**src/hw/ppu_bus_pkg.sv**
```systemverilog
/*
 * PPU CPU bus definitions
 * Data byte type and the register access opcodes seen by the units
 */
`default_nettype none

package ppu_bus_pkg;

    localparam int DATA_W = 8;

    typedef logic [DATA_W-1:0] data_t;

    // Register accesses presented on the bus
    typedef enum logic [4:0] {
        B_NOP,
        // Writes
        B_VMAIN,
        B_VMADDL,
        B_VMADDH,
        B_VMDATAL,
        B_VMDATAH,
        B_CGADD,
        B_CGDATA,
        B_M7A,
        B_M7B,
        B_SLHV,
        // Reads
        B_RDVRAML,
        B_RDVRAMH,
        B_RDCGRAM,
        B_MPYL,
        B_MPYM,
        B_MPYH,
        B_OPHCT,
        B_OPVCT,
        B_STAT78
    } b_op_t;

endpackage

`default_nettype wire

```
**src/hw/ppu_mem_pkg.sv**
```systemverilog
/*
 * PPU memory definitions
 * VRAM and CGRAM address/data types, remap modes and increment steps
 */
`default_nettype none

package ppu_mem_pkg;

    typedef logic [14:0] vram_addr_t;
    typedef logic [15:0] vram_word_t;

    typedef logic [7:0] cgram_addr_t;
    typedef logic [14:0] color_t;

    // Low N address bits rotated left by three
    typedef enum logic [1:0] {
        REMAP_NONE = 2'd0,
        REMAP_8    = 2'd1,
        REMAP_9    = 2'd2,
        REMAP_10   = 2'd3
    } remap_t;

    typedef enum logic [1:0] {
        STEP_1     = 2'd0,
        STEP_32    = 2'd1,
        STEP_128   = 2'd2,
        STEP_128_B = 2'd3
    } step_t;

endpackage

`default_nettype wire

```
**src/hw/ppu_reg_if.sv**
```systemverilog
/*
 * PPU register access interface
 * One CPU register access fanned from the top into a unit
 */
`timescale 1ns/1ps
`default_nettype none

interface ppu_reg_if;

    logic en;
    ppu_bus_pkg::b_op_t op;
    ppu_bus_pkg::data_t wdata;
    ppu_bus_pkg::data_t rdata;

    modport host (output en, output op, output wdata, input rdata);
    modport unit (input en, input op, input wdata, output rdata);

endinterface

`default_nettype wire

```
**src/hw/ppu_cgram_port.sv**
```systemverilog
/*
 * PPU CGRAM port
 * 256-entry palette written and read a byte at a time
 */
`timescale 1ns/1ps
`default_nettype none

module ppu_cgram_port (
    input logic clk,
    input logic reset,
    ppu_reg_if.unit bus
);

    localparam int CGRAM_ENTRIES = 256;

    ppu_mem_pkg::color_t cgram [CGRAM_ENTRIES];

    ppu_mem_pkg::cgram_addr_t cg_addr;
    logic cg_tgl;
    ppu_mem_pkg::color_t cg_entry;

    // Address and byte toggle count together
    always_ff @(posedge clk) begin
        if (reset) begin
            {cg_addr, cg_tgl} <= '0;
        end else if (bus.en) begin
            case (bus.op)
                ppu_bus_pkg::B_CGADD:   {cg_addr, cg_tgl} <= {bus.wdata, 1'b0};
                ppu_bus_pkg::B_CGDATA,
                ppu_bus_pkg::B_RDCGRAM: {cg_addr, cg_tgl} <= {cg_addr, cg_tgl} + 9'd1;
                default: ;
            endcase
        end
    end

    always_ff @(posedge clk) begin
        if (bus.en && (bus.op == ppu_bus_pkg::B_CGDATA)) begin
            if (cg_tgl) begin
                cgram[cg_addr][14:8] <= bus.wdata[6:0];
            end else begin
                cgram[cg_addr][7:0] <= bus.wdata;
            end
        end
    end

    assign cg_entry = cgram[cg_addr];

    always_comb begin
        if (bus.op == ppu_bus_pkg::B_RDCGRAM) begin
            bus.rdata = cg_tgl ? {1'b0, cg_entry[14:8]} : cg_entry[7:0];
        end else begin
            bus.rdata = '0;
        end
    end

endmodule

`default_nettype wire

```
**src/flat_wrapper.sv**
```systemverilog
// flat-port wrapper written by rule: the top's interface ports become plain ports
module ppu_cgram_port_flat 
  (clk, reset, bus_en, bus_op, bus_wdata, bus_rdata);
  ppu_reg_if bus_i ();
  input logic clk;
  input logic reset;
  input wire logic [$bits(bus_i.en)-1:0] bus_en;
  input wire logic [$bits(bus_i.op)-1:0] bus_op;
  input wire logic [$bits(bus_i.wdata)-1:0] bus_wdata;
  output wire logic [$bits(bus_i.rdata)-1:0] bus_rdata;
  assign bus_i.en = bus_en;
  assign bus_i.op = bus_op;
  assign bus_i.wdata = bus_wdata;
  assign bus_rdata = bus_i.rdata;
  ppu_cgram_port u_core (.clk(clk), .reset(reset), .bus(bus_i));
endmodule
```
**config.mk**
```make
export PLATFORM = sky130hd
export DESIGN_NAME = ppu_cgram_port_flat
export DESIGN_NICKNAME = d
export VERILOG_FILES = /design/src/hw/ppu_bus_pkg.sv /design/src/hw/ppu_mem_pkg.sv /design/src/hw/ppu_reg_if.sv /design/src/hw/ppu_cgram_port.sv /design/src/flat_wrapper.sv
export SDC_FILE = /design/constraint.sdc
export NUM_CORES = 2
export LEC_CHECK = 0
export BUFFER_PORTS_ARGS = -buffer_cell sky130_fd_sc_hd__buf_2
export CELL_PAD_IN_SITES_DETAIL_PLACEMENT = 2
export CELL_PAD_IN_SITES_GLOBAL_PLACEMENT = 2
export CORE_MARGIN = 2
export CORE_UTILIZATION = 40
export CTS_BUF_LIST = sky130_fd_sc_hd__clkbuf_8
export DETAILED_ROUTE_END_ITERATION = 16
export PLACE_DENSITY = 0.7
export SKIP_CTS_REPAIR_TIMING = 1
export SYNTH_ARGS = -nofsm -noshare
export SYNTH_HDL_FRONTEND = slang
export SYNTH_SLANG_ARGS = --single-unit
```
**constraint.sdc**
```tcl
create_clock -name clk -period 5.88 [get_ports clk]
set_input_delay 0.294 -clock clk [delete_from_list [all_inputs] [get_ports clk]]
set_output_delay 0.294 -clock clk [all_outputs]
set_load 0.01 [all_outputs]
```
# == Word-level counts from Yosys, hierarchy flattened ==
# Memory sizes are Yosys's and may differ from the RTL's. A register that Yosys moved wholly into a read port is not among the register bits.
# Index checks and enable logic that the tools add are counted.
# op_classes
addsub,1
n_eq_ne,3
n_mux,12
n_reduce_logical,4
# ops
cell,n
two-way mux 8 bit,4
one-hot mux 8 bit (2 select lines),1
"equality test 5 x 3 -> 1 bit, second input constant",2
"adder 9 x 1 -> 9 bit, second input constant",1
two-way mux 1 bit,6
"equality test 5 x 4 -> 1 bit, second input constant",1
one-hot mux 1 bit (2 select lines),1
AND reduction 2 bit,1
nonzero test 2 bit,1
OR reduction 2 bit,1
logical AND 1 bit,1
# word_totals
reg_bits,9
mem_bits_rw,3840
input_bits,16
mem_count,1
# memory_table
name,depth,word_bits,rd,rd_ports_with_merged_regs,wr,line_no,text
u_core.cgram,256,15,1,1,1,ppu_cgram_port.sv:16,ppu_mem_pkg::color_t cgram [CGRAM_ENTRIES];

# == Logic depth before layout (Yosys ltp) ==
# depth
depth_word,6
ltp_mapped,14

# == Worst setup path before layout ==
# Ideal clock, no wire load.
# synth_timing
path_type,register to output
start,register with a tool-made name
end,output bus_rdata[1]
arrival_time_ps,2649
required_time_ps,5586
path_slack_ps,2937
path_stages_with_launch,13
n_path_buf,6
cell_sequence,dfxtp_1 buf_6 buf_8 buf_6 buf_6 buf_4 buf_2 mux4_2 nand2_1 nand3_1 a32oi_1 nand2_1 a32o_1
# synth_lines
item,line_no,text
end: declaration,flat_wrapper.sv:10,output wire logic [$bits(bus_i.rdata)-1:0] bus_rdata;

==> PnR_summary.wiki <==
{| class="wikitable"
! Metric !! Value
|-
| First-pass iteration count of the detailed router || 14
|-
| Portion of netlist area occupied by mux cells || 0.155
|-
| Number of cells on the worst hold path || 2
|-
| Post-route DRC violation count || 4
|-
| Synthesis Warnings || 0
|-
| Worst slew pin tran || 1.58 ns
|-
| Effective utilization at floorplan || 0.402
|-
| Pin count of the biggest net entering global routing || 204
|-
| Clock tree from TritonCTS || yes
|-
| Final weighted congestion in routability-driven placement || 0.847
|-
| Power density of the placed cells || 326 mW/mm2
|-
| Synth Area in XOR/XNOR || 0
|-
| Failing checks || DRC, slew limit, setup timing
|-
| Worst ir drop on vdd || 225 uV
|-
| Number of global-route vias before repair || 88439
|-
| Critical Path Slowest Stage Cell || sky130_fd_sc_hd__dfxtp_4
|-
| Final routed wire length divided by cell count || 42.7 um
|-
| Fraction of the cycle the final worst path needs || 1.03
|-
| Via Count || 83707
|-
| Final max-slew violation count || 52
|-
| CP Cell Sequence || buf_12 > or2_4 > o22ai_1 > a2111oi_0 > nor2_1 > nand4_1 > a211o_1 > o41ai_2 > buf_4 > buf_2
|-
| Combinational family with the most area after synthesis || multiplexers
|-
| Synthesis-stage register bit count || 3857
|-
| Largest fanout of any net on the critical path || 56
|-
| Worst r2r dst || u_core.cgram[44][7]
|-
| Class of the most critical hold timing path || input pin to register
|-
| Post-route setup slack || -0.170 ns
|-
| Number of rows in the core area || 224
|-
| CP Class || register to primary output
|-
| Reported max-cap violation count || 0
|-
| Die area || 0.379 mm2
|-
| Arithmetic-cell share of the synthesized area counting full adders, half adders and majority gates || 0.0000837
|-
| Setup crit start kind || register
|-
| Global route overflow || 0
|-
| Critical path depth || 10
|-
| Buffer and inverter count on the worst path || 3
|-
| Sinks on Clock Net || 3857
|-
| Number of synthesized flops with an enable pin || 3840
|-
| Detailed-placement wirelength estimate || 328 mm
|-
| Leading register cell type out of synthesis || sky130_fd_sc_hd__edfxtp_1
|-
| Final critical path time including I/O delays and setup || 6.05 ns
|-
| Cell taking the most area after synthesis || sky130_fd_sc_hd__edfxtp_1
|-
| Total power after layout || 0.0549 W
|-
| Relative slew slack || -0.0555
|-
| Insertion delay to the later sink of the worst-skew pair || 1.32 ns
|-
| Total standard cell area after synthesis || 0.150 mm2
|-
| Num ports || 24
|-
| Required time at the worst-slack endpoint || 5.59 ns
|-
| Vertical die dimension || 615 um
|-
| Number of vias per cell || 6.41
|-
| Setup clock skew after layout || 0.136 ns
|-
| Maximum single-stage delay on the critical path || 0.78 ns
|-
| Register area share after synthesis || 0.773
|-
| Clock buffer depth || 4
|-
| Chip Width || 615 um
|-
| Worst hold path endpoint || u_core.cgram[182][3]
|-
| TritonCTS buffer count || 640
|-
| Top cell type's share of synthesized area || 0.771
|-
| Fraction of layout instances using a drive strength above 1 || 0.256
|-
| Critical register-to-register path startpoint || u_core.cg_addr[3]
|-
| Clk root buf || sky130_fd_sc_hd__clkbuf_8
|-
| Synthesized netlist net count || 7081
|-
| First DRT Iteration DRCs || 12173
|-
| Compound-cell area share of the yosys netlist || 0.0257
|-
| Endpoint kind of the worst setup timing path || primary output
|-
| R2R setup slack || 1.36 ns
|-
| Area growth from synthesis to layout || 12.6%
|-
| CTS H-Tree Depth || 6
|-
| CTS clock-pin slew for the worst setup and hold paths || 0.07 ns
|-
| Dominant cells by area after synthesis || sky130_fd_sc_hd__edfxtp_1 (77%), sky130_fd_sc_hd__mux4_2 (14%), sky130_fd_sc_hd__mux2i_1 (1.5%)
|-
| Area inside the core boundary || 0.372 mm2
|-
| Max Clock Freq || 165 MHz
|-
| Run status || finished with violations
|-
| Antenna violations before repair || 40
|-
| Count of different cell masters after synthesis || 67
|-
| First-pass GRT wire length || 764 mm
|-
| Count of input and output buffers || 23
|-
| Async S/R FF share, synth || 0
|-
| Leakage power || 50.8 nW
|-
| CP Data Arrival Time || 5.76 ns
|-
| FF-to-FF path depth || 4
|-
| Detailed Route WL || 558 mm
|-
| Combined global-route utilization of all metal layers || 0.290
|-
| Number of nets still failing antenna checks after routing || 0
|-
| Setup TNS || -0.649 ns
|-
| Average cell area after synthesis || 21.2 um2
|-
| CP top delay family || compound AO/OA/AOI/OAI gates
|-
| Origin of the worst min-delay path || bus_wdata[3]
|-
| Number of failing hold endpoints at the final stage || 0
|-
| Number of nets in the finished design || 7584
|-
| Number of instances in the synthesized netlist || 7064
|-
| # setup viols final || 5
|-
| Area fraction in and, or, nand and nor cells after synthesis || 0.0294
|}
## per-stage QoR
stage | util | instance area (um2) | hold WS (ns) | setup slack, ns | std cells
2_1_floorplan | - | 150000 | 0.393 | 2.94 | 7064
3_3_place_gp | 0.420 | 156000 | 0.601 | 0.643 | 11867
3_5_place_dp | 0.420 | 156000 | 0.679 | 0.446 | 11868
4_1_cts | 0.451 | 168000 | -0.668 | -0.880 | 13018
5_1_grt | 0.452 | 168000 | 0.107 | -0.0248 | 13048
6_report | 0.452 | 168000 | 0.0776 | -0.170 | 13067
## power by group
part | switching, W | internal [W]
sequential | 0.0000210 | 0.0302
combinational | 0.00129 | 0.000463
clock | 0.0122 | 0.0107
## how the worst max path moves through the flow
stage	from	end
floorplan	register	bus_rdata[1]
global placement	register	bus_rdata[5]
detailed placement	register	bus_rdata[5]
CTS	register	bus_rdata[5]
global route	register	bus_rdata[0]
finish	register	bus_rdata[0]
## worst register-to-register path, delay by kind of cell (launching register included)
family	cells	cell delay (ns)
buf+inv	1	0.55
flops	1	0.76
simple gates	3	2.70
## sequential cells by signal, summed over array words and instances, names as in the netlist, named ones only
name,cells
u_core.cg_addr,8
u_core.cg_tgl,1
u_core.cgram,3840
## layout make-up
cell class	count	area (um2)
tap	4972	6220
sequential	3857	116000
clock buffer	652	8970
antenna	20	50.0
fill	33546	204000
multi-input combinational	2761	31900
clock inverter	498	2480
timing repair buffer	301	3070
inverter	6	37.5
## cell usage after synthesis (61+ instances only)
library cell	instances
sky130_fd_sc_hd__edfxtp_1	3840
sky130_fd_sc_hd__mux4_2	922
sky130_fd_sc_hd__nor2_1	578
sky130_fd_sc_hd__nand2_1	231
sky130_fd_sc_hd__clkbuf_1	227
sky130_fd_sc_hd__mux2i_1	217
sky130_fd_sc_hd__o22ai_1	107
sky130_fd_sc_hd__a22oi_1	91
sky130_fd_sc_hd__a21oi_1	85
sky130_fd_sc_hd__buf_2	77
sky130_fd_sc_hd__nand3_1	71
sky130_fd_sc_hd__o221ai_1	61
## cells in the final DEF, fill, tap and decap left out, drive strengths merged, types with 6 or more instances in the layout
| cell | n |
|---|---|
| a2111oi | 14 |
| a211oi | 27 |
| a21oi | 85 |
| a221oi | 9 |
| a22o | 8 |
| a22oi | 91 |
| a311oi | 6 |
| a31oi | 16 |
| a32oi | 19 |
| and2 | 16 |
| and3 | 14 |
| buf | 284 |
| bufinv | 6 |
| clkbuf | 653 |
| clkinv | 222 |
| clkinvlp | 9 |
| dfxtp | 17 |
| diode | 20 |
| dlygate4sd3 | 15 |
| edfxtp | 3840 |
| inv | 267 |
| mux2 | 20 |
| mux2i | 217 |
| mux4 | 925 |
| nand2 | 231 |
| nand2b | 13 |
| nand3 | 71 |
| nand4 | 13 |
| nor2 | 578 |
| nor2b | 20 |
| nor3 | 51 |
| nor4 | 17 |
| o211ai | 10 |
| o21ai | 54 |
| o221ai | 61 |
| o22ai | 107 |
## metal layers
metal	share of wire	vias up	GRT usage	wire length (um)
met1	0.36	45338	0.363	200000
met2	0.48	6161	0.472	270000
met3	0.096	1503	0.0632	53600
li1	-	30679	-	-
met5	0.00034	-	0	188
met4	0.060	26	0.158	33300
## logic make-up (layout without fill, tap and decap cells)
logic type	Yosys count	count (layout)
fa+ha+maj	1	1
other cells	0	20
flops	3857	3857
mux	1162	1162
buf+inv	446	1457
simple gates	1047	1047
compound gates	551	551
(Power assumes the default switching activity.)
