`src/hw/ppu_bus_pkg.sv`:
```
/*
 * PPU CPU bus definitions
 * Data byte type and the register access opcodes seen by the units
 */
`default_nettype none

package ppu_bus_pkg;

    localparam int DATA_W = 8;

    typedef logic [DATA_W-1:0] data_t;

    // Register accesses presented on the bus
    typedef enum logic [4:0] {
        B_NOP,
        // Writes
        B_VMAIN,
        B_VMADDL,
        B_VMADDH,
        B_VMDATAL,
        B_VMDATAH,
        B_CGADD,
        B_CGDATA,
        B_M7A,
        B_M7B,
        B_SLHV,
        // Reads
        B_RDVRAML,
        B_RDVRAMH,
        B_RDCGRAM,
        B_MPYL,
        B_MPYM,
        B_MPYH,
        B_OPHCT,
        B_OPVCT,
        B_STAT78
    } b_op_t;

endpackage

`default_nettype wire

```
`src/hw/ppu_reg_if.sv`:
```
/*
 * PPU register access interface
 * One CPU register access fanned from the top into a unit
 */
`timescale 1ns/1ps
`default_nettype none

interface ppu_reg_if;

    logic en;
    ppu_bus_pkg::b_op_t op;
    ppu_bus_pkg::data_t wdata;
    ppu_bus_pkg::data_t rdata;

    modport host (output en, output op, output wdata, input rdata);
    modport unit (input en, input op, input wdata, output rdata);

endinterface

`default_nettype wire

```
`src/hw/ppu_regs.sv`:
```
/*
 * PPU misc registers
 * Signed multiplier, H/V counter latch, status and the merged read byte
 */
`timescale 1ns/1ps
`default_nettype none

module ppu_regs (
    input logic clk,
    input logic reset,
    ppu_reg_if.unit bus,
    input ppu_bus_pkg::data_t vram_rdata,
    input ppu_bus_pkg::data_t cgram_rdata,
    input logic [8:0] h_ctr,
    input logic [8:0] v_ctr
);

    localparam int CTR_W = 9;
    localparam logic [3:0] PPU_VERSION = 4'h2;

    ppu_bus_pkg::data_t m7_old;
    logic signed [15:0] m7_a;
    logic signed [7:0] m7_b;
    logic signed [23:0] mpy;

    logic [CTR_W-1:0] h_latch;
    logic [CTR_W-1:0] v_latch;
    logic hv_flag;
    logic h_tgl;
    logic v_tgl;
    ppu_bus_pkg::data_t own_rdata;

    // ---- Multiplier --------

    always_ff @(posedge clk) begin
        if (bus.en && ((bus.op == ppu_bus_pkg::B_M7A) || (bus.op == ppu_bus_pkg::B_M7B))) begin
            m7_old <= bus.wdata;
        end
    end

    always_ff @(posedge clk) begin
        if (reset) begin
            m7_a <= '0;
            m7_b <= '0;
        end else if (bus.en && (bus.op == ppu_bus_pkg::B_M7A)) begin
            m7_a <= {bus.wdata, m7_old};
        end else if (bus.en && (bus.op == ppu_bus_pkg::B_M7B)) begin
            m7_b <= bus.wdata;
        end
    end

    assign mpy = m7_a * m7_b;

    // ---- H/V latch --------

    always_ff @(posedge clk) begin
        if (reset) begin
            h_latch <= '0;
            v_latch <= '0;
            hv_flag <= 1'b0;
            h_tgl <= 1'b0;
            v_tgl <= 1'b0;
        end else if (bus.en) begin
            case (bus.op)
                ppu_bus_pkg::B_SLHV: begin
                    h_latch <= h_ctr;
                    v_latch <= v_ctr;
                    hv_flag <= 1'b1;
                end
                ppu_bus_pkg::B_OPHCT: h_tgl <= ~h_tgl;
                ppu_bus_pkg::B_OPVCT: v_tgl <= ~v_tgl;
                ppu_bus_pkg::B_STAT78: begin
                    hv_flag <= 1'b0;
                    h_tgl <= 1'b0;
                    v_tgl <= 1'b0;
                end
                default: ;
            endcase
        end
    end

    // ---- Read byte --------

    always_comb begin
        case (bus.op)
            ppu_bus_pkg::B_MPYL:   own_rdata = mpy[7:0];
            ppu_bus_pkg::B_MPYM:   own_rdata = mpy[15:8];
            ppu_bus_pkg::B_MPYH:   own_rdata = mpy[23:16];
            ppu_bus_pkg::B_OPHCT:  own_rdata = h_tgl ? {7'h0, h_latch[8]} : h_latch[7:0];
            ppu_bus_pkg::B_OPVCT:  own_rdata = v_tgl ? {7'h0, v_latch[8]} : v_latch[7:0];
            ppu_bus_pkg::B_STAT78: own_rdata = {1'b0, hv_flag, 2'b00, PPU_VERSION};
            default:               own_rdata = '0;
        endcase
    end

    // Other units already return zero outside their own opcodes
    assign bus.rdata = own_rdata | vram_rdata | cgram_rdata;

endmodule

`default_nettype wire

```
`src/flat_wrapper.sv`:
```
// flat-port wrapper written by rule: the top's interface ports become plain ports
module ppu_regs_flat 
  (clk, reset, vram_rdata, cgram_rdata, h_ctr, v_ctr, bus_en, bus_op, bus_wdata, bus_rdata);
  ppu_reg_if bus_i ();
  input logic clk;
  input logic reset;
  input ppu_bus_pkg::data_t vram_rdata;
  input ppu_bus_pkg::data_t cgram_rdata;
  input logic [8:0] h_ctr;
  input logic [8:0] v_ctr;
  input wire logic [$bits(bus_i.en)-1:0] bus_en;
  input wire logic [$bits(bus_i.op)-1:0] bus_op;
  input wire logic [$bits(bus_i.wdata)-1:0] bus_wdata;
  output wire logic [$bits(bus_i.rdata)-1:0] bus_rdata;
  assign bus_i.en = bus_en;
  assign bus_i.op = bus_op;
  assign bus_i.wdata = bus_wdata;
  assign bus_rdata = bus_i.rdata;
  ppu_regs u_core (.clk(clk), .reset(reset), .bus(bus_i), .vram_rdata(vram_rdata), .cgram_rdata(cgram_rdata), .h_ctr(h_ctr), .v_ctr(v_ctr));
endmodule
```
`config.mk`:
```
export PLATFORM = sky130hd
export DESIGN_NAME = ppu_regs_flat
export DESIGN_NICKNAME = d
export VERILOG_FILES = /design/src/hw/ppu_bus_pkg.sv /design/src/hw/ppu_reg_if.sv /design/src/hw/ppu_regs.sv /design/src/flat_wrapper.sv
export SDC_FILE = /design/constraint.sdc
export NUM_CORES = 1
export LEC_CHECK = 0
export BUFFER_PORTS_ARGS = -buffer_cell sky130_fd_sc_hd__buf_4
export CAP_MARGIN = 40
export CORE_UTILIZATION = 56
export DETAILED_ROUTE_END_ITERATION = 16
export GPL_ROUTABILITY_DRIVEN = 0
export PLACE_DENSITY = 0.82
export SETUP_SLACK_MARGIN = 0.1
export SLEW_MARGIN = 20
export SYNTH_ARGS = -nofsm -noshare
export SYNTH_HDL_FRONTEND = slang
export SYNTH_SLANG_ARGS = --single-unit
export TNS_END_PERCENT = 1
```
`constraint.sdc`:
```
create_clock -name clk -period 6.65 [get_ports clk]
set_input_delay 0.3325 -clock clk [delete_from_list [all_inputs] [get_ports clk]]
set_output_delay 0.3325 -clock clk [all_outputs]
set_load 0.005 [all_outputs]
```
---- Word-level counts from Yosys, hierarchy flattened ----
Index checks and enable logic that the tools add are counted.
cells by class
  mux-type cells .......................... 6
  reduce and logical (&&, ||, !) cells .... 12
  multipliers ............................. 1
  eq/ne operators ......................... 9
  bitwise operators ....................... 5
operator list
  operator              number
  $pmux W8 S6           1
  $eq A5 B4 Y1 const B  5
  $mul A16 B8 Y24       1
  $eq A5 B5 Y1 const B  4
  $mux W8               2
  $or A8 B8 Y8          2
  $reduce_and A2 Y1     5
  $pmux W1 S2           3
  $reduce_bool A2 Y1    3
  $logic_and A1 B1 Y1   3
  $not A1 Y1            3
  $logic_or A1 B1 Y1    1
storage, ports and cells
  register bits ........................... 53
  word-level logic and storage cells ...... 41
  input bits .............................. 50

---- Depth between registers and ports, before layout ----
Gate-level depths: netlist (run 1).
  depth after elaboration ................. 4
  gate-level depth with buffers ........... 18

---- Worst setup path after synthesis (run 1) ----
OpenSTA, ideal clock, no wires.
  path kind ............................... register to output
  start point ............................. register u_core.m7_b[7]
  end point ............................... output bus_rdata[3]
  required time ........................... 6.318 ns
  arrival time ............................ 4.439 ns
  stages on the path, launching flop included .. 17
  slack ................................... 1.878 ns
  buffers on the path ..................... 1
  cells stage by stage .................... dfxtp_1 > inv_1 > buf_1 > nor2_1 > fa_1 > fa_1 > fa_1 > inv_1 > fa_1 > inv_1 > ha_1 > a21oi_2 > nor2_1 > a2111oi_4 > o221ai_2 > xor2_1 > a221o_1
between the ends
  cells in the longest elaborated chain, start to end .. 4
ends and longest elaborated chain
  element                    RTL line            source
  start: declaration         ppu_regs.sv:23      logic signed [7:0] m7_b;
  start signal: assignment   ppu_regs.sv:48      m7_b <= bus.wdata;
  $mul A16 B8 Y24            ppu_regs.sv:52      assign mpy = m7_a * m7_b;
  $pmux W8 S6                ppu_regs.sv:85      case (bus.op)
  $or A8 B8 Y8 (2 in a row)  ppu_regs.sv:97      assign bus.rdata = own_rdata | vram_rdata | cgram_rdata;
  end: declaration           flat_wrapper.sv:14  output wire logic [$bits(bus_i.rdata)-1:0] bus_rdata;
No other way between the ends.

---- Worst setup path in the final report (run 1) ----
  start point ............................. register u_core.m7_b[3]
  end point ............................... output bus_rdata[4]
The elaborated chain is that of the path after synthesis.

==> results.ini, run 1 <==
[outcome]
status=completed

[synth]
synth_common_cells=138 x inv_1, 115 x nand2_1, 103 x fa_1
synth_area_um2=6840
syn_avg_cell_area_um2=8.53
async_flop_share=0
netlist.area_leader.share=0.302
synth_edf_count=8
synth_seq_area_share=0.167
yosys_register_bits=53
synthCells=802
ys.flop_type=dfxtp_1
synth.area.top_cells=fa_1 30%, dfxtp_1 13%, ha_1 8.2%, and2_1 8.0%, inv_1 7.6%
synth_most_common_cell=inv_1
synth.net_count=1000
synth_top_area_cell=fa_1
ys_warn_count=0
synth_cell_types=56

[floorplanning]
core_um2=11700
initial_core_util=0.586
ioPinCount=58
die_area_um2=12700
die_x_um=113
fp.dieH_um=113
fp-row-count=39

[final_layout]
multiInputGateArea_um2=5080
nets=1040
synthToLayoutAreaGrowth_pct=10.0
drive_gt1_frac=0.0949
fin_cells=986
seq_area_um2=1140
fin_util=0.645
fill_cells=998
n_antenna_cell=0

[clocking]
clock_sinks=53
clkTransAtPathRegs_ns=0.08
cts_buffers=5
clkLatencyLatePin_ns=0.29
post_cts_resize_count=0
clk_root_buffer_cell=clkbuf_16
cts_hold_buf=0
cts_tree=built
h-tree-depth=2
cts_buffer_depth=2
cts_setup_buffers=0

[route]
postRouteAntennaNets=0
drt_first_pass_iters=5
viasPerCell=5.67
drc=0
drtIter0Drc=429
post_drt_wl_per_cell_um=16.8
vias=5590
routed_wl_mm=16.6

[setup_path]
rr_endpoint=u_core.m7_b[1]
rrSetupSlack_ns=5.57
critical_path.max_fanout=17
endpoint_kind=output port
r2r-start=u_core.m7_b[1]
cp-start-kind=flip-flop
r2r_cells=2
cp.required_ns=6.32
path_class=reg2out
worstPathArrival_ns=5.32

[timing]
fin_crit_ns=5.65
skew_ns=0.00468
clock.fmax_mhz=177
slew_violations=0
fin_hold_ws_ns=0.233
rsz0062_at_grt=false
setup_viol=0
tightest_slew_ns=0.693
hold_viol=0
fin_crit_sh=0.850
setup_ws_ns=0.996
finalSetupTns_ns=0
max_slew_margin=0.534

[min_path]
holdCritStartpoint=bus_wdata[0]
whs_path_depth=1
min_path_type=in2reg
whs_endpoint=u_core.m7_old[0]

[power_and_ir_drop]
ir_drop_mv=0.127
power.density_nw_per_um2=88.5
p_leak_nw=3.58

[job]
cap_violations=0

[global_route]
grt_max_degree=46
antenna_found_initial=0
grt_pass1_wl_mm=27.5
grt_pass1_vias=5566
grt_usage=0.278
overflow=0

[placed_design]
io_buffers=57
dp.cells=978
place_hpwl_mm=13.4
pre_cts_slack_ns=1.35

-- metrics by stage --
| step | power (W) | instance area, um2 |
|---|---|---|
| 3_5_place_dp | 0.000402 | 7370 |
| 4_1_cts | 0.000666 | 7520 |
| 5_1_grt | 0.000686 | 7520 |
| 6_report | 0.000666 | 7520 |
| 2_1_floorplan | 0.000364 | 6840 |
| 3_3_place_gp | 0.000401 | 7360 |
-- placed cells by master (no fill, tap or decap), types with 6 or more instances in the layout --
master and n:
fa_1 103, nor3_1 7, dfxtp_1 45, nand2b_1 6, nor2_1 35, inv_1 138, mux2i_1 6, a21oi_1 56
nand3_1 12, a211oi_1 7, and2_1 88, xor2_1 8, edfxtp_1 8, o211ai_1 6, ha_1 45, xnor2_1 11
nand2_1 115, buf_4 60, o21ai_0 17
-- worst max-delay path by stage --
stage | start | endpoint | cells after the start
3_3_place_gp | u_core.m7_b[3] | bus_rdata[3] | 15
5_1_grt | u_core.m7_b[2] | bus_rdata[7] | 14
6_report | u_core.m7_b[3] | bus_rdata[4] | 15
4_1_cts | u_core.m7_b[2] | bus_rdata[3] | 16
3_5_place_dp | u_core.m7_b[2] | bus_rdata[3] | 16
2_1_floorplan | u_core.m7_b[7] | bus_rdata[3] | 16
-- flip-flops by register name (all words and copies together) (netlist names) --
| register | flops |
|---|---|
| u_core.h_latch | 9 |
| u_core.h_tgl | 1 |
| u_core.hv_flag | 1 |
| u_core.m7_a | 16 |
| u_core.m7_b | 8 |
| u_core.m7_old | 8 |
| u_core.v_latch | 9 |
| u_core.v_tgl | 1 |
-- final cells by class --
cell class | count | area share
tap | 143 | 0.0238
multi-input combinational | 583 | 0.675
sequential | 53 | 0.152
inverter | 138 | 0.0689
clock inverter | 3 | 0.00349
timing repair buffer | 61 | 0.0605
clock buffer | 5 | 0.0166
-- layer usage --
layer | vias to the layer above | wire length [um] | track usage
li1 | 2614 | - | -
met1 | 2728 | 6890 | 0.387
met2 | 222 | 8250 | 0.476
met3 | 26 | 1160 | 0.0227
met4 | 0 | 312 | 0.0640
met5 | - | 0 | 0
-- cells by family after synthesis --
family,synth area share
and+or+nand+nor,0.214
buffers and inverters,0.0913
adders and majority gates,0.384
AOI/OAI and AO/OA,0.110
DFF,0.167
xor gates and xnor gates,0.0243
muxes,0.0104
-- report_power, final --
group	switching (W)	leakage (nW)	internal (W)
clock	0.000128	0.0680	0.000142
sequential	0.00000418	0.435	0.000328
combinational	0.0000313	3.08	0.0000324
total	0.000164	3.58	0.000503
-- critical path: stages (launching register included) --
cell      delay [ns]
dfxtp_1         0.71
and2_1          0.24
fa_1            0.45
fa_1            0.50
fa_1            0.49
inv_1           0.05
fa_1            0.49
inv_1           0.05
ha_1            0.38
o211ai_1        0.12
o21ai_1         0.41
o211ai_1        0.19
a21oi_1         0.35
mux2i_1         0.13
a221o_1         0.32
buf_4           0.14
Power figures use the tool's default switching activity.
==> inputs of run 2 (changes only) <==
--- a/config.mk
+++ b/config.mk
@@ -7,10 +7,12 @@
 export LEC_CHECK = 0
 export BUFFER_PORTS_ARGS = -buffer_cell sky130_fd_sc_hd__buf_4
 export CAP_MARGIN = 40
-export CORE_UTILIZATION = 56
+export CELL_PAD_IN_SITES_DETAIL_PLACEMENT = 2
+export CELL_PAD_IN_SITES_GLOBAL_PLACEMENT = 2
+export CORE_UTILIZATION = 38
 export DETAILED_ROUTE_END_ITERATION = 16
 export GPL_ROUTABILITY_DRIVEN = 0
-export PLACE_DENSITY = 0.82
+export PLACE_DENSITY = 0.89
 export SETUP_SLACK_MARGIN = 0.1
 export SLEW_MARGIN = 20
 export SYNTH_ARGS = -nofsm -noshare
==> results.ini, run 2 (synthesis gave the netlist of run 1 again) <==
[floorplanning]
core_um2=17400  ; +49%
die_area_um2=18500  ; +46%
ioPinCount=58  ; unchanged
initial_core_util=0.393  ; -0.194
die_x_um=136  ; +21%
fp.dieH_um=136  ; +21%
fp-row-count=48  ; +23%

[setup_path]
cp-start-kind=flip-flop
endpoint_kind=output port
critPathLaunch=u_core.m7_b[4]
critical_path.max_fanout=17  ; unchanged
cp.required_ns=6.32  ; about the same
path_class=reg2out
worstPathArrival_ns=5.69  ; +0.37 ns
r2r-start=u_core.m7_b[4]

[clocking]
h-tree-depth=2  ; unchanged
cts_hold_buf=0  ; unchanged
clk_root_buffer_cell=clkbuf_16
cts_buffers=5  ; unchanged
clkTransAtPathRegs_ns=0.08  ; about the same
cts_tree=built
post_cts_resize_count=0  ; unchanged
clock_sinks=53  ; unchanged
cts_buffer_depth=2  ; unchanged
cts_setup_buffers=0  ; unchanged
clkLatencyLatePin_ns=0.32  ; +0.03 ns

[route]
routed_wl_mm=23.6  ; +42%
drtIter0Drc=288  ; -33%
drt_first_pass_iters=4  ; -1
post_drt_wl_per_cell_um=22.1  ; +31%
postRouteAntennaNets=0  ; unchanged
vias=5776  ; +3.3%
drc=0  ; unchanged
viasPerCell=5.40  ; -4.7%

[power_and_ir_drop]
seq_power_share=0.480  ; -0.018
internal_power_w=0.000503  ; +0.19%
p_comb_frac=0.099  ; +0.003
ir_drop_mv=0.0896  ; -29%
power.density_nw_per_um2=90.5  ; +2.2%
p_clk_frac=0.420  ; +0.014
p_leak_nw=3.59  ; +0.28%
p_switching_w=0.000188  ; +15%
sw_frac_of_total=0.272  ; +0.0267

[timing]
slew_violations=0  ; unchanged
skew_ns=0.00143  ; -0.00325 ns
max_slew_margin=0.440  ; -0.0940
finalSetupTns_ns=0  ; unchanged
fin_hold_ws_ns=0.207  ; -0.0255 ns
rsz0062_at_grt=false
fin_crit_sh=0.906  ; +0.0558
tightest_slew_ns=0.839  ; +0.146 ns
fin_crit_ns=6.03  ; +0.371 ns
setup_viol=0  ; unchanged
hold_viol=0  ; unchanged
clock.fmax_mhz=166  ; -6.2%

[global_route]
antenna_found_initial=0  ; unchanged
grt_pass1_wl_mm=38.0  ; +38%
grt_max_degree=46  ; unchanged
grt_pass1_vias=6927  ; +24%
grt_usage=0.277  ; -0.00127
overflow=0  ; unchanged

[final_layout]
synthToLayoutAreaGrowth_pct=11.8
drive_gt1_frac=0.0960  ; +0.00107
layout_common_cells=138 x inv_1, 115 x nand2_1, 103 x fa_1
fin_cells=1069  ; +8.4%
final_common_cell=inv_1
largest_reg_flops=16  ; unchanged
largest-register=u_core.m7_a
top_regs=u_core.m7_a x16, u_core.h_latch x9, u_core.v_latch x9
n_antenna_cell=0  ; unchanged
nets=1041  ; +0.096%
fill_cells=1967  ; +97%

[placed_design]
place_hpwl_mm=19.2  ; +43%
io_buffers=57  ; unchanged
dp.cells=1061  ; +8.5%

[min_path]
min_path_type=in2reg
holdCritStartpoint=bus_wdata[5]

[job]
cap_violations=0  ; unchanged

[outcome]
status=completed

-- run 2: cell count changes in the layout (fill, tap and decap cells not counted), sizes merged --
cell and delta:
buf +1
-- run 2: layout make-up --
cell class / count / area (um2) / share of cell area
repair buffers: 62 / 470 / 0.0615
flip-flops and latches: 53 / 1140 / 0.149
well taps: 225 / 282 / 0.0368
multi-input cells: 583 / 5080 / 0.665
clock buffers: 5 / 125 / 0.0164
clock inverters: 3 / 26.3 / 0.00344
inverters: 138 / 518 / 0.0677
-- run 2: metal layers --
metal  vias to the layer above  GRT usage  wire [um]
met1                      2977      0.327       9600
met2                       135      0.511      12400
met3                        52     0.0268        718
li1                       2612          -          -
met4                         0      0.111        903
met5                         -          0          0
-- run 2: critical path, stage by stage, from the launching register on --
cell and delay, ns:
dfxtp_1 0.85, and2_1 0.25, fa_1 0.47, fa_1 0.56, fa_1 0.50, inv_1 0.05, fa_1 0.47, inv_1 0.05
ha_1 0.41, a21oi_2 0.28, nor2_1 0.11, a2111oi_4 0.39, o221ai_2 0.21, xor2_1 0.21, a221o_1 0.40, buf_4 0.15
-- run 2: final timing paths --
check | slack [ns] | cells after the start | endpoint
max | 0.62 | 15 | bus_rdata[3]
min | 0.21 | 1 | u_core.m7_old[5]
max reg2reg | 5.45 | 2 | u_core.m7_b[4]
min reg2reg | 0.46 | 2 | u_core.v_latch[8]
-- run 2: power groups by stage --
stage | Combinational, W | Clock (W) | Sequential (W)
after floorplan | 0.0000270 | 0 | 0.000337
after global placement | 0.0000655 | 0 | 0.000339
after detailed placement | 0.0000681 | 0 | 0.000340
after CTS | 0.0000690 | 0.000296 | 0.000332
after global routing | 0.0000739 | 0.000306 | 0.000333
final | 0.0000688 | 0.000291 | 0.000332
-- run 2: metrics by stage --
step	setup WS [ns]	area, um2	utilization	total power (W)
4_1_cts	0.652	7650	0.439	0.000697
3_3_place_gp	1.26	7480	0.429	0.000405
6_report	0.624	7650	0.439	0.000692
2_1_floorplan	1.88	6840	-	0.000364
3_5_place_dp	1.05	7500	0.430	0.000408
5_1_grt	0.472	7650	0.439	0.000713
