$ cat config.mk
export PLATFORM = sky130hd
export DESIGN_NAME = ppu_timing
export DESIGN_NICKNAME = d
export VERILOG_FILES = /design/src/hw/ppu_timing.sv
export SDC_FILE = /design/constraint.sdc
export NUM_CORES = 1
export LEC_CHECK = 0
export BUFFER_PORTS_ARGS = -buffer_cell sky130_fd_sc_hd__buf_4
export CAP_MARGIN = 10
export CORE_MARGIN = 2
export CORE_UTILIZATION = 50
export DETAILED_ROUTE_END_ITERATION = 7
export PLACE_DENSITY_LB_ADDON = 0.15
export SLEW_MARGIN = 20
export SYNTH_ARGS = -nofsm -noshare
export SYNTH_HDL_FRONTEND = slang
export SYNTH_SLANG_ARGS = --single-unit
$ cat constraint.sdc
create_clock -name clk -period 2.2 [get_ports clk]
set_input_delay 0 -clock clk [delete_from_list [all_inputs] [get_ports clk]]
set_output_delay 0 -clock clk [all_outputs]
set_load 0.01 [all_outputs]
$ cat src/hw/ppu_timing.sv
/*
 * PPU raster timing
 * Dot counter per line and line counter per frame
 */
`timescale 1ns/1ps
`default_nettype none

module ppu_timing #(
    parameter int H_TOTAL = 341,
    parameter int V_TOTAL = 262
) (
    input logic clk,
    input logic reset,
    output logic [8:0] h_ctr,
    output logic [8:0] v_ctr
);

    localparam int CTR_W = 9;

    localparam logic [CTR_W-1:0] H_LAST = CTR_W'(H_TOTAL - 1);
    localparam logic [CTR_W-1:0] V_LAST = CTR_W'(V_TOTAL - 1);

    always_ff @(posedge clk) begin
        if (reset) begin
            h_ctr <= '0;
            v_ctr <= '0;
        end else if (h_ctr == H_LAST) begin
            h_ctr <= '0;
            // Next line wraps at end of frame
            if (v_ctr == V_LAST) begin
                v_ctr <= '0;
            end else begin
                v_ctr <= v_ctr + 1'b1;
            end
        end else begin
            h_ctr <= h_ctr + 1'b1;
        end
    end

endmodule

`default_nettype wire

Yosys cells after proc, flatten, opt, wreduce, memory -nomap -nowiden

Index checks and enable logic that the tools add are counted.

Flip-flop bits (word level): 18
Input port bits: 2
Logic and storage cells: 8

Muxes and demuxes: 1
Reduce and logical (&&, ||, !) cells: 1
Add/sub/neg operators: 2
Equality and inequality tests: 2

Operator list:

| cell                                                          | count |
|---|---|
| 9-bit by 1-bit adder with 9-bit output, second input constant | 2 |
| 9-bit equality test, second input constant                    | 2 |
| 9-bit two-way mux                                             | 1 |
| 2-bit OR reduction                                            | 1 |

Longest topological paths before layout

Gate-level depths: netlist (run 1).

Depth in word-level cells: 2
Mapped depth: 7
Mapped depth without buffers: 6

Least setup slack after synthesis (run 1)

No wires, ideal clock.

Path kind: reg-to-reg
Start: register h_ctr[0]
End: register v_ctr[3]
Required time: 2.060 ns
Library setup time: 0.140 ns
Period minus slack after synthesis: 1.536 ns
Buffers on the path: 1
Cell stages (with the launch flop): 8
Arrival: 1.396 ns
Path slack: 0.664 ns
Cell sequence: dfxtp_1 > inv_1 > ha_1 > nand4b_2 > or2_2 > nand2b_1 > buf_4 > a311oi_1

Longest elaborated chain between the ends: 1

Ends and longest elaborated chain:

| element                | line | text |
|---|---|---|
| from (decl)            | 14   | `output logic [8:0] h_ctr,` |
| from (signal assigned) | 36   | `h_ctr <= h_ctr + 1'b1;` |
| 9-bit equality test    | 27   | `end else if (h_ctr == H_LAST) begin` |
| to (signal assigned)   | 33   | `v_ctr <= v_ctr + 1'b1;` |
| to (decl)              | 15   | `output logic [8:0] v_ctr` |

No other way between the ends.
A chain may end at the register's enable or synchronous reset.

Worst setup path after layout (run 1)

Ends and elaborated chain as after synthesis.

==> results of run 1 <==
## cells in the mapped netlist, drive strengths merged, types with 2 or more instances
library cell	number
and3	2
a21oi	3
ha	4
nand4	3
inv	5
dfxtp	18
nor3	2
nand2	4
nor2	17
xor2	5
a2111oi	2
nor4	4
nand3	6
buf	2
xnor2	8
## registers in the layout, indices dropped and copies added (netlist names)
signal,count
h_ctr,9
v_ctr,9
## what timing repair did
| action | CTS | global route |
|---|---|---|
| endpoints found under the hold margin | 2 | 0 |
| hold buffers | 1 | 0 |
| setup buffers | 0 | 0 |
## where the power goes
part / total (mW) / internal [mW] / switching [mW]
logic: 0.0315 / 0.0147 / 0.0168
clock network: 0.205 / 0.101 / 0.104
registers: 0.337 / 0.330 / 0.00677
## stage by stage
step / setup WS (ps) / utilization (%) / std cells / cell area [um2]
4_1_cts: 401.9 / 63.75 / 136 / 1065
2_1_floorplan: 664.4 / - / 96 / 865.8
3_3_place_gp: 473.1 / 60.97 / 131 / 1018
6_report: 396.9 / 63.75 / 136 / 1065
5_1_grt: 273.1 / 63.75 / 136 / 1065
3_5_place_dp: 426.3 / 60.97 / 131 / 1018
## cells in the final DEF (no fill, tap or decap), drive strengths merged, types with 5 or more instances in the layout
master,instances
inv,5
xor2,5
xnor2,8
dfxtp,18
nor2,17
buf,20
nand3,6
## path summary, 6_finish.rpt
path | startpoint | to
setup / recovery | h_ctr[0] | v_ctr[3]
hold / removal | reset | v_ctr[0]
setup reg to reg | h_ctr[0] | v_ctr[3]
hold reg to reg | h_ctr[0] | h_ctr[0]
## worst min-delay path: stages
cell	delay, ps
dlygate4sd3_1	520
buf_4	120
nor2_1	40
## cell families after synthesis
logic type / after synthesis / share of synthesized area (%)
simple gates: 47 / 29.34
fa+ha+maj: 4 / 5.781
buf+inv: 7 / 4.336
xor+xnor: 13 / 13.15
flops: 18 / 41.62
compound gates: 7 / 5.781
## routing by layer
metal,track usage [%],vias to the layer above
li1,-,380
met5,0,-
met4,12.35,0
met2,29.30,16
met3,3.571,4
met1,22.09,345
## final cells by class
class	instances	area (um2)	share of cell area, %
clock buffer	4	36.28	3.408
inverter	5	18.77	1.763
multi-input combinational	71	467.9	43.95
sequential	18	360.3	33.84
tap	17	21.27	1.998
timing repair buffer	21	160.2	15.04
==> summary.md, run 1 <==
| Metric | Value |
|---|---|
| Fillers | `about 160` |
| Die width | `~46 um` |
| Crit Path Class | `flip-flop to flip-flop` |
| Avg WL per Cell | `approximately 13 um` |
| Number of max-cap violations | `0` |
| Clk Latency, worst-skew pair | `approximately 290 ps` |
| Largest net degree at the start of global routing | `11` |
| RSZ-0062 raised after global routing | `false` |
| DRC | `0` |
| Global-route wire length before repair | `2.704 mm` |
| Worst min path class | `primary input to flip-flop` |
| Syn_area_per_cell | `between 9 and 10 um2` |
| GRT Resource Usage Total | `between 10% and 20%` |
| Clock skew | `approximately 4 ps` |
| CP startpoint kind | `flip-flop` |
| Antenna-violating nets left | `0` |
| Vias in the first global route | `641` |
| Die area | `between 0.002 and 0.0025 mm2` |
| Worst path max stage delay | `380 ps` |
| Async S/R FF share, synth | `0%` |
| Hold slack | `approximately 420 ps` |
| Yosys reg bits | `18` |
| Post-synthesis sequential area ratio | `roughly two fifths` |
| CP Capture Type | `flip-flop` |
| DR vias/cell | `5.478` |
| CTS clk-pin slew, worst paths | `100 ps` |
| Yosys cell types | `27` |
| Post-Syn Area | `~870 um2` |
| Routed WL | `about 1.7 mm` |
| Clock sink count | `18` |
| Reg2Reg Depth | `6` |
| Total chip power | `roughly 0.57 mW` |
| Highest routed layer | `met4` |
| Initial Utilization | `about half` |
| Synth Flop Type | `dfxtp_1` |
| Post-CTS Resized | `0` |
| Ports | `20` |
| Met2 wire length | `between 800 and 900 um` |
| Yosys top cell by area | `dfxtp_1` |
| CTS tree | `built` |
| Largest delay share family, worst path | `simple AND/OR/NAND/NOR gates` |
| Drt pass-1 iters | `4` |
| Leak | `0.4266 nW` |
| Met3 Wirelength | `80 um` |
| CP Data Required Time | `2370 ps` |
| Post-synth EDFFs | `0` |
| CORE AREA | `approximately 0.0017 mm2` |
| Slew Viols, Final | `0` |
| Hold-critical path depth | `3` |
| Critical path cell sequence | `inv_1 > ha_1 > nand4b_2 > or2_2 > nand2b_1 > a311oi_1` |
| Power Dens Cells | `around 540 mW/mm2` |
| Iteration-0 DRC Markers | `18` |
| CTS HTree Levels | `1` |
| Crit path depth | `6` |
| Syn nets | `roughly 100` |
| Status | `finished, final reports clean` |
| Critical path peak fanout | `10` |
| Port-buffer cells | `19` |
| Gpl congestion | `between 0.8 and 0.9` |
| Chip Height | `approximately 46 um` |
| # nets final | `~130` |
| TNS Setup | `0 ps` |
| Setup slack, reg-to-reg | `about 400 ps` |
| Max transition margin | `between 60% and 70%` |
| CP max stage cell | `or2_2` |
| Dominant cells by area after synthesis | `dfxtp_1 42%, xnor2_1 8.1%, nor2_1 7.4%` |
| Crit path DAT | `around 2000 ps` |
| Site Rows | `15` |
| YS warnings | `0` |
| Gate count after technology mapping | `96` |
| Final setup vio count | `0` |
| Share of cells above drive strength 1 | `22.69%` |
| Tightest Pin Transition | `between 400 and 500 ps` |
| Top-area cell type share of the netlist area | `41.62%` |
| VDD IR max | `approximately 480 uV` |
| Cts bufs inserted | `3` |
| Final Hold Vio Count | `0` |
| Diodes inserted | `0` |
| Synth-to-layout area growth | `22.98%` |
| Initial antenna violation count | `0` |
| Detail Placement HPWL | `approximately 1.2 mm` |
| CP Buf/Inv Count | `1` |
| Tmin final | `about 1800 ps` |
| M1 wire length | `around 800 um` |
| Global route total overflow | `0` |
| Maximum clock path buffer count | `2` |
| Fmax | `between 500 and 600 MHz` |
| Fin crit share | `around 82%` |
| Via count | `~750` |
| Root Driver | `clkbuf_4` |
No activity file was read; power rests on OpenSTA's default activity.
==> run 2: changes to the inputs <==
Settings changed: CORE_UTILIZATION 50 to 46.
Clock period 2.2 ns to 1.58 ns, I/O delays scaled along.
==> summary.md, run 2 (synthesized netlist as in run 1, its figures left out) <==
| Metric | Value |
|---|---|
| Setup slack, reg-to-reg | `90 ps (was 400 ps)` |
| Met3 Use GR | `4.615% (was 3.571%)` |
| Die width | `47.39 um (was 45.62 um)` |
| Clock skew | `1.446 ps (was 3.905 ps)` |
| GRT Resource Usage Total | `18.74% (was 18.38%)` |
| Initial antenna violation count | `0 (unchanged)` |
| Crit Reg-Reg Endpoint | `v_ctr[0] (was v_ctr[3])` |
| Maximum clock path buffer count | `2 (unchanged)` |
| Cts bufs inserted | `3 (unchanged)` |
| Port-buffer cells | `19 (unchanged)` |
| Drt pass-1 iters | `4 (unchanged)` |
| Site Rows | `15 (unchanged)` |
| Crit path DAT | `1720 ps (was 1980 ps)` |
| CORE AREA | `0.001745 mm2 (was 0.001670 mm2)` |
| Vias in the first global route | `734 (was 641)` |
| Min-Delay Startpoint | `reset (unchanged)` |
| VDD IR max | `515.2 uV (was 478.9 uV)` |
| CTS HTree Levels | `1 (unchanged)` |
| Total chip power | `0.8125 mW (was 0.5734 mW)` |
| CP Capture Type | `flip-flop (unchanged)` |
| DR vias/cell | `5.250 (was 5.478)` |
| Global route total overflow | `0 (unchanged)` |
| Root Driver | `clkbuf_4 (unchanged)` |
| Clk Latency, worst-skew pair | `290 ps (about the same)` |
| Largest net degree at the start of global routing | `11 (unchanged)` |
| Detail Placement HPWL | `1.379 mm (was 1.224 mm)` |
| Met2 usage | `26.22% (was 29.30%)` |
| Gpl congestion | `0.8480 (was 0.8093)` |
| Via count | `819 (was 745)` |
| DRC | `0 (unchanged)` |
| Fmax | `670.3 MHz (was 554.6 MHz)` |
| Share of cells above drive strength 1 | `32.06% (was 22.69%)` |
| TNS Setup | `0 ps (unchanged)` |
| # nets final | `138 (was 126)` |
| Antenna-violating nets left | `0 (unchanged)` |
| Hold-critical path depth | `3 (unchanged)` |
| Slew Viols, Final | `0 (unchanged)` |
| Iteration-0 DRC Markers | `16 (was 18)` |
| Met1 Track Usage GR | `25.99% (was 22.09%)` |
| Critical path peak fanout | `6 (was 10)` |
| Final setup vio count | `0 (unchanged)` |
| Number of max-cap violations | `0 (unchanged)` |
| Initial Utilization | `49.61% (was 51.84%)` |
| Global-route wire length before repair | `2.939 mm (was 2.704 mm)` |
| Commonest cells after routing, fill and taps aside | `30 x buf_4, 18 x dfxtp_1, 17 x nor2_1 (was 20 x buf_4, 18 x dfxtp_1, 17 x nor2_1)` |
| Chip Height | `47.39 um (was 45.62 um)` |
| Tightest Pin Transition | `559.6 ps (was 489.3 ps)` |
| Crit Path Class | `flip-flop to flip-flop (unchanged)` |
| Avg WL per Cell | `13.14 um (was 12.79 um)` |
| Worst min path class | `primary input to flip-flop (unchanged)` |
| Leading cell type in the layout, fill and taps excluded | `buf_4 (unchanged)` |
| Die area | `0.002245 mm2 (was 0.002081 mm2)` |
| Worst Hold Path EP | `v_ctr[1] (was v_ctr[0])` |
| Clock sink count | `18 (unchanged)` |
| Max transition margin | `62.19% (was 66.94%)` |
| Power Dens Cells | `675.7 mW/mm2 (was 538.6 mW/mm2)` |
| Tmin final | `1492 ps (was 1803 ps)` |
| CTS tree | `built (unchanged)` |
| CP startpoint kind | `flip-flop (unchanged)` |
| Synth-to-layout area growth | `38.87% (was 22.98%)` |
| Biggest regs | `h_ctr: 9 flops, v_ctr: 9 flops (unchanged)` |
| CP Data Required Time | `1810 ps (was 2370 ps)` |
| Fin crit share | `94.42% (was 81.96%)` |
| Status | `finished, final reports clean (unchanged)` |
| R2R Path Start | `v_ctr[1] (was h_ctr[0])` |
| Reg2Reg Depth | `6 (unchanged)` |
| CTS clk-pin slew, worst paths | `100 ps (about the same)` |
| Routed WL | `2.050 mm (was 1.740 mm)` |
| GRT busiest layer | `met2 (unchanged)` |
| Final Hold Vio Count | `0 (unchanged)` |
| Diodes inserted | `0 (unchanged)` |
| Ports | `20 (unchanged)` |
| Leak | `0.5502 nW (was 0.4266 nW)` |
[run 2: layout make-up]
cell class	count	area (um2)
sequential	18	360.3
timing repair buffer	32	246.5
tap	25	31.28
multi-input combinational	72	509.2
fill	139	543.0
inverter	5	18.77
clock buffer	4	36.28
[run 2: power breakdown]
group | internal [mW] | switching, mW
logic | 0.0322 | 0.0330
clock network | 0.140 | 0.142
registers | 0.460 | 0.00492
[run 2: worst max path at each step]
| stage | start | to | slack (ps) | depth (start not counted) |
|---|---|---|---|---|
| floorplan | h_ctr[0] | v_ctr[3] | 40 | 7 |
| global placement | h_ctr[1] | h_ctr[8] | 100 | 7 |
| detailed placement | h_ctr[0] | h_ctr[4] | 40 | 7 |
| CTS | h_ctr[0] | h_ctr[4] | 20 | 7 |
| global route | h_ctr[0] | v_ctr[7] | -40 | 6 |
| finish | v_ctr[1] | v_ctr[0] | 90 | 6 |
[run 2: what timing repair did]
action                                  in CTS  in global routing
resized for setup                            0                  7
hold buffers                                 1                  0
endpoints found under the hold margin        2                  0
endpoints found under the setup margin       0                 18
buffers inserted                             0                  1
[run 2: metrics by stage]
step	setup WS, ps	cell area, um2	util, %	instances	hold WS, ps
after floorplan	44.39	865.8	-	96	72.38
after global placement	96.20	1104	63.23	149	186.5
after detailed placement	41.05	1104	63.23	149	189.4
after CTS	18.63	1150	65.88	154	420.5
after global routing	-35.12	1202	68.89	156	431.7
final	88.09	1202	68.89	156	433.1
[run 2: worst max-delay path, cell delays in order, from the launching register on]
cell	delay (ps)
dfxtp_1	440
inv_1	70
ha_1	170
nor4b_2	170
a2111oi_1	410
a21oi_1	70
nor2_1	100
[run 2: routing by layer]
layer / part of all wire, % / up-vias
met4: 1.4 / 0
met1: 48 / 373
met2: 46 / 29
met3: 4.5 / 4
met5: 0 / -
li1: - / 413
==> run 3: changes to the inputs <==
Settings changed: CORE_ASPECT_RATIO set to 1.1.
==> summary.md, run 3 (synthesized netlist as in run 1, its figures left out) <==
| Metric | Value |
|---|---|
| Status | `finished, final reports clean (unchanged)` |
| Gpl congestion | `0.8313 (was 0.8480)` |
| Routed WL | `1.846 mm (was 2.050 mm)` |
| Root Driver | `clkbuf_4 (unchanged)` |
| Crit Path Class | `flip-flop to flip-flop (unchanged)` |
| Detail Placement HPWL | `1.432 mm (was 1.379 mm)` |
| CP max stage cell | `nor4_1 (was dfxtp_1)` |
| Share of cells above drive strength 1 | `31.30% (was 32.06%)` |
| Vias in the first global route | `732 (was 734)` |
| Cts bufs inserted | `3 (unchanged)` |
| Antenna-violating nets left | `0 (unchanged)` |
| Highest routed layer | `met4 (unchanged)` |
| CORE AREA | `0.001782 mm2 (was 0.001745 mm2)` |
| Worst path max stage delay | `390 ps (was 440 ps)` |
| Worst min path class | `primary input to flip-flop (unchanged)` |
| DRC | `0 (unchanged)` |
| CP Buf/Inv Count | `2 (was 1)` |
| Final Hold Vio Count | `0 (unchanged)` |
| Synth-to-layout area growth | `34.39% (was 38.87%)` |
| Number of max-cap violations | `0 (unchanged)` |
| Initial Utilization | `48.60% (was 49.61%)` |
| CTS tree | `built (unchanged)` |
| CP Data Required Time | `1770 ps (was 1810 ps)` |
| Ports | `20 (unchanged)` |
| Clock power share | `29.8% (was 34.8%)` |
| Initial antenna violation count | `0 (unchanged)` |
| Pre-CTS setup slack | `91.79 ps (was 41.05 ps)` |
| Crit path DAT | `1730 ps (was 1720 ps)` |
| M1 wire length | `773 um (was 991 um)` |
| GRT Resource Usage Total | `18.63% (was 18.74%)` |
| Die width | `45.37 um (was 47.39 um)` |
| Post-CTS setup buffers | `0 (unchanged)` |
| Fin crit share | `97.49% (was 94.42%)` |
| Clock sink count | `18 (unchanged)` |
| Die area | `0.002246 mm2 (was 0.002245 mm2)` |
| Sw Share | `22.32% (was 22.17%)` |
| Tightest Pin Transition | `552.2 ps (was 559.6 ps)` |
| Avg WL per Cell | `12.39 um (was 13.14 um)` |
| Combinational Power Share | `7.9% (was 8.0%)` |
| Largest net degree at the start of global routing | `10 (was 11)` |
| Via count | `804 (was 819)` |
| Port-buffer cells | `19 (unchanged)` |
| Leading cell type in the layout, fill and taps excluded | `buf_4 (unchanged)` |
| Clk Latency, worst-skew pair | `290 ps (about the same)` |
| DR vias/cell | `5.396 (was 5.250)` |
| Critical path peak fanout | `8 (was 6)` |
| Global route total overflow | `0 (unchanged)` |
| Sequential power share | `62.3% (was 57.2%)` |
| Sw Pwr | `0.1661 mW (was 0.1801 mW)` |
| Critical path cell sequence | `inv_1 > ha_1 > nand4b_2 > buf_4 > nor4_1 > xnor2_1 > nor2_1 (was inv_1 > ha_1 > nor4b_2 > a2111oi_1 > a21oi_1 > nor2_1)` |
| Global-route wire length before repair | `3.111 mm (was 2.939 mm)` |
| Final setup vio count | `0 (unchanged)` |
| Met2 wire length | `970 um (was 938 um)` |
| Power Dens Cells | `639.4 mW/mm2 (was 675.7 mW/mm2)` |
| Final WS setup | `39.74 ps (was 88.09 ps)` |
| Met3 Wirelength | `67 um (was 92 um)` |
| CP Capture Type | `flip-flop (unchanged)` |
| Total chip power | `0.7440 mW (was 0.8125 mW)` |
| CTS clk-pin slew, worst paths | `100 ps (about the same)` |
| Tmin final | `1540 ps (was 1492 ps)` |
| Max transition margin | `62.69% (was 62.19%)` |
| Maximum clock path buffer count | `2 (unchanged)` |
| Leak | `0.4877 nW (was 0.5502 nW)` |
| CP startpoint kind | `flip-flop (unchanged)` |
| Commonest cells after routing, fill and taps aside | `33 x buf_4, 18 x dfxtp_1, 17 x nor2_1 (was 30 x buf_4, 18 x dfxtp_1, 17 x nor2_1)` |
| Slew Viols, Final | `0 (unchanged)` |
| Drt pass-1 iters | `4 (unchanged)` |
| Setup slack, reg-to-reg | `40 ps (was 90 ps)` |
| Clock skew | `1.858 ps (was 1.446 ps)` |
| Fmax | `649.2 MHz (was 670.3 MHz)` |
| Diodes inserted | `0 (unchanged)` |
| Biggest regs | `h_ctr: 9 flops, v_ctr: 9 flops (unchanged)` |
| Chip Height | `49.50 um (was 47.39 um)` |
| CTS HTree Levels | `1 (unchanged)` |
| Largest delay share family, worst path | `simple AND/OR/NAND/NOR gates (was compound AO/OA/AOI/OAI gates)` |
| Cell Int Power | `0.5779 mW (was 0.6324 mW)` |
| Site Rows | `16 (was 15)` |
| Iteration-0 DRC Markers | `16 (unchanged)` |
| # nets final | `139 (was 138)` |
| VDD IR max | `434.0 uV (was 515.2 uV)` |
## run 3: routing by layer
metal | up-vias | GRT usage [%]
met2 | 18 | 30.71
met1 | 374 | 22.20
met4 | 0 | 9.314
li1 | 406 | -
met3 | 6 | 3.663
met5 | - | 0
## run 3: cell type report
| cell class | instances | area [um2] |
|---|---|---|
| Clock buffer | 3 | 22.52 |
| Fill cell | 162 | 618.1 |
| Inverter | 5 | 18.77 |
| Multi-Input combinational cell | 71 | 481.7 |
| Sequential cell | 18 | 360.3 |
| Tap cell | 18 | 22.52 |
| Timing Repair Buffer | 34 | 257.7 |
## run 3: through the flow
| step | std cells | hold WS [ps] | setup TNS [ps] | utilization (%) | instance area [um2] |
|---|---|---|---|---|---|
| after detailed placement | 145 | 188.8 | 0 | 62.71 | 1117 |
| after global routing | 149 | 440.4 | -26.54 | 65.31 | 1164 |
| final | 149 | 445.6 | 0 | 65.31 | 1164 |
| after CTS | 149 | 432.8 | 0 | 64.54 | 1150 |
| after global placement | 145 | 189.3 | 0 | 62.71 | 1117 |
| after floorplan | 96 | 72.38 | 0 | - | 865.8 |
## run 3: repair_timing
item | 4_1_cts | 5_1_grt
endpoints found under the setup margin | 0 | 2
endpoints found under the hold margin | 2 | 0
hold buffers | 1 | 0
gates resized for setup | 0 | 3
## run 3: final timing paths
path | endpoint | from | cells past startpoint
max | v_ctr[5] | h_ctr[0] | 7
min reg2reg | h_ctr[0] | h_ctr[0] | 2
min | v_ctr[1] | reset | 3
max reg2reg | v_ctr[5] | h_ctr[0] | 7
## run 3: power groups by stage
stage          Sequential, mW  Combinational, mW  Clock (mW)
2_1_floorplan           0.481             0.0217           0
3_3_place_gp            0.474             0.0573           0
3_5_place_dp            0.474             0.0576           0
4_1_cts                 0.464             0.0600       0.234
5_1_grt                 0.464             0.0654       0.254
6_report                0.463             0.0588       0.222
## run 3: worst reg2reg max path, delay by kind of cell, from the launching register on
| kind | cells | cell delay (ps) |
|---|---|---|
| simple gates | 3 | 560 |
| flops | 1 | 320 |
| buf+inv | 2 | 240 |
| xor+xnor | 1 | 170 |
| fa+ha+maj | 1 | 160 |
